[src/logic/alu_pkg.sv]
`default_nettype none

package alu_pkg;

    // a command code is also the control word of every slice
    typedef enum logic [4:0] {
        ADD   = 5'b00000,
        SUB   = 5'b11000, // carry in set and operand b inverted
        XOR   = 5'b00100,
        XNOR  = 5'b01100, // acts as NOT when opa is zero
        COMP  = 5'b01000, // computes a - b - 1 so the carry means a > b
        AND   = 5'b00101,
        OR    = 5'b00110,
        RSHFT = 5'b00111  // opb moves one bit to the right and opa does not matter
    } alu_cmd_e;

    typedef struct packed {
        logic       carry_in;      // carry into bit 0 of the lowest slice
        logic       b_inv;         // invert the second operand
        logic       carry_disable; // keep the carry away from the result bits
        logic [1:0] sel;           // and-not-or, and, or, direct bit
    } alu_ctrl_t;

    typedef union packed {
        alu_cmd_e  cmd;
        alu_ctrl_t ctrl;
    } alu_word_t;

    // only the eight listed codes are accepted by the register bank
    function automatic logic alu_cmd_legal(input logic [4:0] code);
        case (code)
            ADD, SUB, XOR, XNOR, COMP, AND, OR, RSHFT: return 1'b1;
            default: return 1'b0;
        endcase
    endfunction

endpackage

`default_nettype wire

[src/logic/bus_pkg.sv]
`default_nettype none

package bus_pkg;

    localparam int ADDR_W = 8;
    localparam int DATA_W = 32;
    localparam int STRB_W = DATA_W / 8;

    typedef logic [1:0] axil_resp_t;

    localparam axil_resp_t RESP_OKAY   = 2'b00;
    localparam axil_resp_t RESP_SLVERR = 2'b10;

    // register map of the peripheral
    localparam logic [ADDR_W-1:0] REG_OPA    = 8'h00;
    localparam logic [ADDR_W-1:0] REG_OPB    = 8'h04;
    localparam logic [ADDR_W-1:0] REG_CMD    = 8'h08; // a write here starts the operation
    localparam logic [ADDR_W-1:0] REG_RESULT = 8'h0C;
    localparam logic [ADDR_W-1:0] REG_FLAGS  = 8'h10;

    // bit positions inside REG_FLAGS
    localparam int FLAG_CARRY = 0;
    localparam int FLAG_ZERO  = 1;

    typedef struct packed {
        logic              awvalid;
        logic [ADDR_W-1:0] awaddr;
        logic              wvalid;
        logic [DATA_W-1:0] wdata;
        logic [STRB_W-1:0] wstrb; // not used by the slave since all writes are full words
        logic              bready;
        logic              arvalid;
        logic [ADDR_W-1:0] araddr;
        logic              rready;
    } axil_req_t;

    typedef struct packed {
        logic              awready;
        logic              wready;
        logic              bvalid;
        axil_resp_t        bresp;
        logic              arready;
        logic              rvalid;
        logic [DATA_W-1:0] rdata;
        axil_resp_t        rresp;
    } axil_rsp_t;

endpackage

`default_nettype wire

[src/logic/alu_bit_cell.sv]
`default_nettype none

module alu_bit_cell (
    input  logic               data1,
    input  logic               data2,
    input  logic               carry_in,
    input  logic               direct_in, // neighbour bit for the shift
    input  alu_pkg::alu_ctrl_t ctrl,
    output logic               ret,
    output logic               gen,
    output logic               propagate,
    output logic               d2_inv
);

    logic carry;
    logic interm;
    logic picked;

    assign d2_inv = data2 ^ ctrl.b_inv; // b is inverted for subtract and compare
    assign carry  = carry_in & ~ctrl.carry_disable;

    assign gen       = data1 & d2_inv;
    assign propagate = data1 | d2_inv;
    assign interm    = ~gen & propagate; // plain xor of the two operand bits

    always_comb begin
        case (ctrl.sel)
            2'b00:   picked = interm;
            2'b01:   picked = gen;
            2'b10:   picked = propagate;
            default: picked = direct_in;
        endcase
    end

    // the sum bit when the carry is enabled, the logic bit otherwise
    assign ret = picked ^ carry;

endmodule

`default_nettype wire

[src/logic/alu_nibble.sv]
`default_nettype none

module alu_nibble (
    input  logic               [3:0] d1,
    input  logic               [3:0] d2,
    input  alu_pkg::alu_word_t       op,
    input  logic                     carry_in,
    output logic               [3:0] res,
    output logic                     carry_out
);

    import alu_pkg::*;

    logic [3:0] gen;
    logic [3:0] propagate;
    logic [4:0] d2_inv;     // bit 4 is the bit shifted in from the next slice
    logic [4:0] carry;
    alu_ctrl_t  cell_ctrl;

    always_comb begin
        cell_ctrl          = op.ctrl;
        cell_ctrl.carry_in = carry_in; // the chained carry replaces the command's own bit
    end

    assign d2_inv[4] = carry_in;
    assign carry[0]  = carry_in;
    assign carry_out = carry[4];

    for (genvar i = 0; i < 4; i++) begin : g_bit
        alu_bit_cell u_cell (
            .data1     (d1[i]),
            .data2     (d2[i]),
            .carry_in  (carry[i]),
            .direct_in (d2_inv[i+1]),
            .ctrl      (cell_ctrl),
            .ret       (res[i]),
            .gen       (gen[i]),
            .propagate (propagate[i]),
            .d2_inv    (d2_inv[i])
        );
    end

    // every carry is a flat sum of products of generate and propagate terms
    assign carry[1] = gen[0] | (propagate[0] & carry[0]);

    assign carry[2] = gen[1] | (propagate[1] & gen[0])
                    | (propagate[1] & propagate[0] & carry[0]);

    assign carry[3] = gen[2] | (propagate[2] & gen[1])
                    | (propagate[2] & propagate[1] & gen[0])
                    | (propagate[2] & propagate[1] & propagate[0] & carry[0]);

    assign carry[4] = gen[3] | (propagate[3] & gen[2])
                    | (propagate[3] & propagate[2] & gen[1])
                    | (propagate[3] & propagate[2] & propagate[1] & gen[0])
                    | (propagate[3] & propagate[2] & propagate[1] & propagate[0] & carry[0]);

endmodule

`default_nettype wire

[src/logic/alu_regs.sv]
`default_nettype none

module alu_regs #(
    parameter int WIDTH = 16 // at most the bus data width
) (
    input  logic                           clk,
    input  logic                           arst_n,
    input  bus_pkg::axil_req_t             req,
    output bus_pkg::axil_rsp_t             rsp,
    output logic               [WIDTH-1:0] opa,
    output logic               [WIDTH-1:0] opb,
    output alu_pkg::alu_word_t             op,
    input  logic               [WIDTH-1:0] result,
    input  logic                           carry_out
);

    import alu_pkg::*;
    import bus_pkg::*;

    logic [WIDTH-1:0]  opa_q;
    logic [WIDTH-1:0]  opb_q;
    alu_word_t         op_q;
    logic [WIDTH-1:0]  result_q;
    logic              carry_q;
    logic              zero_q;

    logic              wr_pend_q;  // write taken, response goes out next edge
    logic              capture_q;  // the pending write started an operation
    logic              bvalid_q;
    axil_resp_t        bresp_q;
    logic              rvalid_q;
    logic [DATA_W-1:0] rdata_q;
    axil_resp_t        rresp_q;

    logic              wr_accept;
    logic              ar_accept;
    logic              cmd_legal;
    logic              wr_ok;
    logic              wr_cmd;
    logic [DATA_W-1:0] rd_data;
    axil_resp_t        rd_resp;

    assign wr_accept = req.awvalid & req.wvalid & ~wr_pend_q & ~bvalid_q;
    assign ar_accept = req.arvalid & ~rvalid_q;
    assign cmd_legal = (req.wdata[DATA_W-1:5] == '0) & alu_cmd_legal(req.wdata[4:0]);

    always_comb begin
        wr_ok  = 1'b0;
        wr_cmd = 1'b0;
        case (req.awaddr)
            REG_OPA, REG_OPB: wr_ok = 1'b1;
            REG_CMD: begin
                wr_ok  = cmd_legal; // an illegal code leaves the command as it was
                wr_cmd = cmd_legal;
            end
            default: wr_ok = 1'b0; // result, flags and holes are not writable
        endcase
    end

    always_ff @(posedge clk or negedge arst_n) begin
        if (!arst_n) begin
            opa_q <= '0;
            opb_q <= '0;
            op_q  <= '0; // ADD
        end else if (wr_accept) begin
            case (req.awaddr)
                REG_OPA: opa_q <= req.wdata[WIDTH-1:0];
                REG_OPB: opb_q <= req.wdata[WIDTH-1:0];
                REG_CMD: if (cmd_legal) op_q <= req.wdata[4:0];
                default: ;
            endcase
        end
    end

    // the ALU settles within the cycle after the command is loaded
    always_ff @(posedge clk or negedge arst_n) begin
        if (!arst_n) begin
            result_q <= '0;
            carry_q  <= 1'b0;
            zero_q   <= 1'b0;
        end else if (capture_q) begin
            result_q <= result;
            carry_q  <= carry_out;
            zero_q   <= (result == '0);
        end
    end

    always_ff @(posedge clk or negedge arst_n) begin
        if (!arst_n) begin
            wr_pend_q <= 1'b0;
            capture_q <= 1'b0;
            bvalid_q  <= 1'b0;
            bresp_q   <= RESP_OKAY;
        end else begin
            capture_q <= wr_accept & wr_cmd;
            if (wr_accept) begin
                wr_pend_q <= 1'b1;
                bresp_q   <= wr_ok ? RESP_OKAY : RESP_SLVERR;
            end else if (wr_pend_q) begin
                wr_pend_q <= 1'b0;
                bvalid_q  <= 1'b1; // same edge as the result capture
            end else if (bvalid_q && req.bready) begin
                bvalid_q <= 1'b0;
            end
        end
    end

    always_comb begin
        rd_data = '0;
        rd_resp = RESP_OKAY;
        case (req.araddr)
            REG_OPA:    rd_data = DATA_W'(opa_q);
            REG_OPB:    rd_data = DATA_W'(opb_q);
            REG_CMD:    rd_data = DATA_W'(op_q);
            REG_RESULT: rd_data = DATA_W'(result_q);
            REG_FLAGS: begin
                rd_data[FLAG_CARRY] = carry_q;
                rd_data[FLAG_ZERO]  = zero_q;
            end
            default:    rd_resp = RESP_SLVERR;
        endcase
    end

    always_ff @(posedge clk or negedge arst_n) begin
        if (!arst_n) begin
            rvalid_q <= 1'b0;
            rdata_q  <= '0;
            rresp_q  <= RESP_OKAY;
        end else if (ar_accept) begin
            rvalid_q <= 1'b1;
            rdata_q  <= rd_data;
            rresp_q  <= rd_resp;
        end else if (rvalid_q && req.rready) begin
            rvalid_q <= 1'b0;
        end
    end

    always_comb begin
        rsp         = '0;
        rsp.awready = ~wr_pend_q & ~bvalid_q;
        rsp.wready  = ~wr_pend_q & ~bvalid_q;
        rsp.bvalid  = bvalid_q;
        rsp.bresp   = bresp_q;
        rsp.arready = ~rvalid_q;
        rsp.rvalid  = rvalid_q;
        rsp.rdata   = rdata_q;
        rsp.rresp   = rresp_q;
    end

    assign opa = opa_q;
    assign opb = opb_q;
    assign op  = op_q;

    // the response for an accepted write shows up exactly two edges later
    a_b_timing: assert property (@(posedge clk) disable iff (!arst_n)
        wr_accept |=> !rsp.bvalid ##1 rsp.bvalid);

    a_b_hold: assert property (@(posedge clk) disable iff (!arst_n)
        rsp.bvalid && !req.bready |=> rsp.bvalid && $stable(rsp.bresp));

    a_r_hold: assert property (@(posedge clk) disable iff (!arst_n)
        rsp.rvalid && !req.rready |=> rsp.rvalid && $stable(rsp.rdata)
                                      && $stable(rsp.rresp));

    // registers stay put while a write response waits for bready
    a_no_wr_in_b: assert property (@(posedge clk) disable iff (!arst_n)
        rsp.bvalid |=> $stable(opa_q) && $stable(opb_q) && $stable(op_q));

endmodule

`default_nettype wire

[src/logic/alu_wide.sv]
`default_nettype none

module alu_wide #(
    parameter int WIDTH = 16 // a multiple of 4
) (
    input  logic               [WIDTH-1:0] opa,
    input  logic               [WIDTH-1:0] opb,
    input  alu_pkg::alu_word_t             op,
    output logic               [WIDTH-1:0] result,
    output logic                           carry_out
);

    import alu_pkg::*;

    localparam int SLICES = WIDTH / 4;

    logic [SLICES-1:0] slice_cin;
    logic [SLICES-1:0] slice_cout;
    logic              is_shift;

    assign is_shift = (op.cmd == RSHFT);

    for (genvar k = 0; k < SLICES; k++) begin : g_slice
        logic chain_in;
        logic shift_in;

        // ripple carry between slices for the arithmetic commands
        if (k == 0) begin : g_first
            assign chain_in = op.ctrl.carry_in;
        end else begin : g_next
            assign chain_in = slice_cout[k-1];
        end

        // lowest opb bit of the slice above, a zero enters at the very top
        if (k == SLICES - 1) begin : g_top
            assign shift_in = 1'b0;
        end else begin : g_low
            assign shift_in = opb[4*(k+1)];
        end

        assign slice_cin[k] = is_shift ? shift_in : chain_in;

        alu_nibble u_nibble (
            .d1        (opa[4*k +: 4]),
            .d2        (opb[4*k +: 4]),
            .op        (op),
            .carry_in  (slice_cin[k]),
            .res       (result[4*k +: 4]),
            .carry_out (slice_cout[k])
        );
    end

    // logic commands disable the carry so the flag is only meaningful for arithmetic
    assign carry_out = slice_cout[SLICES-1];

endmodule

`default_nettype wire

[src/logic/sliced_alu_top.sv]
`default_nettype none

module sliced_alu_top #(
    parameter int WIDTH = 16
) (
    input  logic               clk,
    input  logic               arst_n,
    input  bus_pkg::axil_req_t req,
    output bus_pkg::axil_rsp_t rsp
);

    import alu_pkg::*;

    logic [WIDTH-1:0] opa;
    logic [WIDTH-1:0] opb;
    alu_word_t        op;
    logic [WIDTH-1:0] result;
    logic             carry_out;

    alu_regs #(.WIDTH(WIDTH)) u_regs (
        .clk       (clk),
        .arst_n    (arst_n),
        .req       (req),
        .rsp       (rsp),
        .opa       (opa),
        .opb       (opb),
        .op        (op),
        .result    (result),
        .carry_out (carry_out)
    );

    // purely combinational, the register bank samples its outputs
    alu_wide #(.WIDTH(WIDTH)) u_alu (
        .opa       (opa),
        .opb       (opb),
        .op        (op),
        .result    (result),
        .carry_out (carry_out)
    );

endmodule

`default_nettype wire

[config.mk]
export PLATFORM = sky130hd
export DESIGN_NAME = sliced_alu_top
export DESIGN_NICKNAME = d
export VERILOG_FILES = /design/src/logic/alu_pkg.sv /design/src/logic/bus_pkg.sv /design/src/logic/alu_bit_cell.sv /design/src/logic/alu_nibble.sv /design/src/logic/alu_regs.sv /design/src/logic/alu_wide.sv /design/src/logic/sliced_alu_top.sv
export SDC_FILE = /design/constraint.sdc
export NUM_CORES = 1
export LEC_CHECK = 0
export BUFFER_PORTS_ARGS = -buffer_cell sky130_fd_sc_hd__buf_2
export CAP_MARGIN = 5
export CORE_MARGIN = 1
export CORE_UTILIZATION = 51
export CTS_BUF_LIST = sky130_fd_sc_hd__clkbuf_16
export DETAILED_ROUTE_END_ITERATION = 8
export GPL_TIMING_DRIVEN = 0
export PLACE_DENSITY = 0.77
export RECOVER_POWER = 50
export SLEW_MARGIN = 10
export SYNTH_ARGS = -nofsm -noshare
export SYNTH_HDL_FRONTEND = slang
export SYNTH_SLANG_ARGS = --single-unit
[constraint.sdc]
create_clock -name clk -period 2.9 [get_ports clk]
set_clock_uncertainty 0.05 [all_clocks]
set_input_delay 0.58 -clock clk [delete_from_list [all_inputs] [get_ports clk]]
set_output_delay 0.58 -clock clk [all_outputs]
set_load 0.05 [all_outputs]
==> run metrics <==
endpoint kind of the worst setup timing path=register; register bit total from synthesis=77; PnR Total Power=2.84 mW; 1st-pass router iterations=7; Finished Layout Cells=about 830; worst-path fanout max=7; violated checks=max-capacitance violations, max-slew violations, negative setup slack; syn_area_per_cell=approximately 9.4 um2; Root Driver=sky130_fd_sc_hd__clkbuf_16; global router's overall resource usage=0.282; total DRC errors in the routed layout=0; number of enable flip-flop cells after synthesis=0; Die W=105 um; worst hold margin=0.368 ns; Register-to-Register Setup Slack=-0.38 ns; area of the core=about 10000 um2; top cell type's share of synthesized area=0.359; critical register-to-register path endpoint=u_regs.result_q[14]; compound-cell area share of the yosys netlist=0.157; final critical-path setup slack=-0.378 ns; DRC violation total after the first TritonRoute iteration=471; number of buffers inserted during clock tree synthesis=9; Seq/Total Area, Yosys=0.359; main combinational cell family by area after synthesis=compound AO/OA/AOI/OAI gates; final max-slew violation count=36; Worst-path clk slew=0.06 ns; power per standard cell area=roughly 420 nW/um2; starting utilization of the core area=0.522; Period Utilization, post-route=1.13; unrepaired setup endpoints after global routing=yes; Crit Reg-Reg Startpoint=u_regs.op[3]; worst hold path cell count=2; area overhead of the layout relative to synthesis=24.9%; startpoint of the most critical hold path=req[0]; post-synthesis mux area share=0.134; Skew-Pair Late Insertion Delay=0.35 ns; maximum clock frequency=305 MHz; first-pass GRT wire length=23.7 mm; number of placement rows=37; FFs w/ async S/R, synth=1.00; number of buffers on the longest clock path=2; post-route minimum period=around 3.3 ns; maximum vdd drop=a little over 400 uV; via total after detailed routing=approximately 4800; GRT overflow=0; NumNets Final=between 700 and 800; Static Leakage=3.24 nW; CTS tree=built; final number of setup-violating endpoints=7; Port Buffers=75; number of placed instances with taps included=about 800; HPWL after DPL=between 10 and 15 mm; simple-gate portion of the synthesized area=0.133; Num Clock Sinks=77; Netlist cell types=58; H-Tree Level Count=3; total die area=~11000 um2; Final Hold Vio Count=0; ys flop type=sky130_fd_sc_hd__dfrtp_1; commonest non-fill, non-tap cell in the layout=sky130_fd_sc_hd__dfrtp_1; library cell with the largest summed area after synthesis=sky130_fd_sc_hd__dfrtp_1; worst min-delay path endpoint=u_regs.rvalid_q; startpoint class of the critical path=register; Placer Congestion=0.979; Final Instance Area=between 6000 and 7000 um2; Slew HR=-0.252; Hold Path Class=primary input to register; synth top area cells=sky130_fd_sc_hd__dfrtp_1, sky130_fd_sc_hd__mux2_2, sky130_fd_sc_hd__ha_1; pin count of the biggest net entering global routing=44; outcome=complete, but fails checks; XOR/XNOR share of the synthesized area=0.0486; transition time of the tightest slew-check pin=1.88 ns; Crit path required time=~3 ns; Routed Antenna Nets=0; ratio of cells with drive above 1 in the final layout=0.326; Worst R2R Path Depth=14; via count of the first global-routing pass=between 4000 and 5000; Adder-Cell Fraction of Synth Area=0.0747; number of antenna violations at the first check in global routing=0; via density per instance=5.78; mapped cell area=around 5400 um2; commonest cells after routing, fill and taps aside=sky130_fd_sc_hd__dfrtp_1, sky130_fd_sc_hd__buf_2, sky130_fd_sc_hd__inv_1; Detailed Route WL=approximately 15 mm; Post-Synthesis Cells=roughly 570; number of maximum-capacitance constraint violations=1; CP arrival=between 3 and 4 ns; instance area after placement=between 6000 and 7000 um2; crit path kind=register to register; Crit. Startpoint=u_regs.op[3]; number of warning messages in the yosys log=0; antenna cell count=0; Top-Level Pins=100; post-DR wirelength/cell=18.2 um; Vert. Die Dim=approximately 100 um
==> worst max-delay path by stage <==
stage / to / slack (ns) / depth (start not counted)
after floorplan: u_regs.zero_q / 0.004 / 13
after global placement: u_regs.zero_q / -0.32 / 14
after detailed placement: u_regs.zero_q / -0.36 / 14
after CTS: u_regs.zero_q / -0.25 / 13
after global routing: u_regs.result_q[14] / -0.46 / 14
final: u_regs.result_q[14] / -0.38 / 14
==> flip-flops by register name (all words and copies together), names as in the netlist, 5 cells and up <==
signal and flops:
u_regs.result_q 16, u_regs.op 5, u_regs.opa 16, u_regs.opb 16, u_regs.rdata_q 16
==> timing repair <==
| action | CTS | global route |
|---|---|---|
| hold buffers | 0 | 0 |
| pin swaps | 5 | 11 |
| gates resized for setup | 8 | 36 |
| buffers inserted | 4 | 5 |
| setup endpoints to repair | 6 | 11 |
| cloned | 0 | 2 |
==> synth_stat cells (4+ instances only) <==
| master | instances |
|---|---|
| sky130_fd_sc_hd__buf_4 | 22 |
| sky130_fd_sc_hd__a211oi_1 | 10 |
| sky130_fd_sc_hd__a221oi_1 | 4 |
| sky130_fd_sc_hd__a21oi_1 | 35 |
| sky130_fd_sc_hd__mux2_2 | 39 |
| sky130_fd_sc_hd__a22oi_1 | 11 |
| sky130_fd_sc_hd__o31ai_1 | 13 |
| sky130_fd_sc_hd__nor2b_1 | 6 |
| sky130_fd_sc_hd__mux4_2 | 11 |
| sky130_fd_sc_hd__o21ai_0 | 36 |
| sky130_fd_sc_hd__ha_1 | 32 |
| sky130_fd_sc_hd__xnor2_1 | 13 |
| sky130_fd_sc_hd__nand2_1 | 49 |
| sky130_fd_sc_hd__dfrtp_1 | 77 |
| sky130_fd_sc_hd__nand4_1 | 5 |
| sky130_fd_sc_hd__xor2_1 | 13 |
| sky130_fd_sc_hd__clkbuf_1 | 20 |
| sky130_fd_sc_hd__inv_1 | 57 |
| sky130_fd_sc_hd__nor3_1 | 8 |
| sky130_fd_sc_hd__nand2b_1 | 4 |
| sky130_fd_sc_hd__nor2_1 | 40 |
| sky130_fd_sc_hd__buf_2 | 4 |
| sky130_fd_sc_hd__nor4_1 | 12 |
==> stage by stage <==
step	util	worst slack, ns	TNS, ns
floorplan	-	0.00419	0
global placement	0.585	-0.322	-0.799
detailed placement	0.587	-0.356	-1.04
CTS	0.628	-0.247	-0.625
global route	0.652	-0.462	-2.19
finish	0.652	-0.378	-1.55
==> kinds of logic after synthesis <==
logic type               count (synthesis)
AO/OA/AOI/OAI                          132
flip-flops                              77
other                                    1
multiplexers                            53
AND/OR/NAND/NOR                        142
XOR/XNOR                                28
buffers and inverters                  107
adder cells (fa/ha/maj)                 32
==> layer usage <==
metal	share of wire	track usage	routed length (um)
met4	0.028	0.116	414
met5	0	0	0
met1	0.42	0.382	6380
met2	0.47	0.452	7000
met3	0.082	0.0432	1240
==> final cells by class <==
cell class                 count  area (um2)
multi-input combinational    405        3240
clock buffer                   9         225
tap                          136         170
inverter                      57         214
sequential                    77        1930
clock inverter                 7         123
timing repair buffer          86         489
buffer                        50         307
fill                         849        3580
==> critical path: stages (launching register included) <==
cell	delay, ns
sky130_fd_sc_hd__dfrtp_2	0.45
sky130_fd_sc_hd__buf_12	0.17
sky130_fd_sc_hd__xor2_2	0.18
sky130_fd_sc_hd__inv_1	0.09
sky130_fd_sc_hd__ha_1	0.26
sky130_fd_sc_hd__nor2_1	0.11
sky130_fd_sc_hd__a221oi_2	0.30
sky130_fd_sc_hd__o211ai_2	0.13
sky130_fd_sc_hd__nor3b_4	0.38
sky130_fd_sc_hd__o31a_1	0.23
sky130_fd_sc_hd__buf_4	0.13
sky130_fd_sc_hd__nor2_4	0.04
sky130_fd_sc_hd__nor4_2	0.26
sky130_fd_sc_hd__a311oi_2	0.10
sky130_fd_sc_hd__mux2_4	0.28
==> report_power, final <==
group / switching [mW] / internal (mW) / leakage (nW) / total, mW
logic: 0.261 / 0.139 / 2.11 / 0.400
registers: 0.0222 / 1.10 / 0.972 / 1.12
clock network: 0.474 / 0.845 / 0.162 / 1.32
Power figures use the tool's default switching activity.
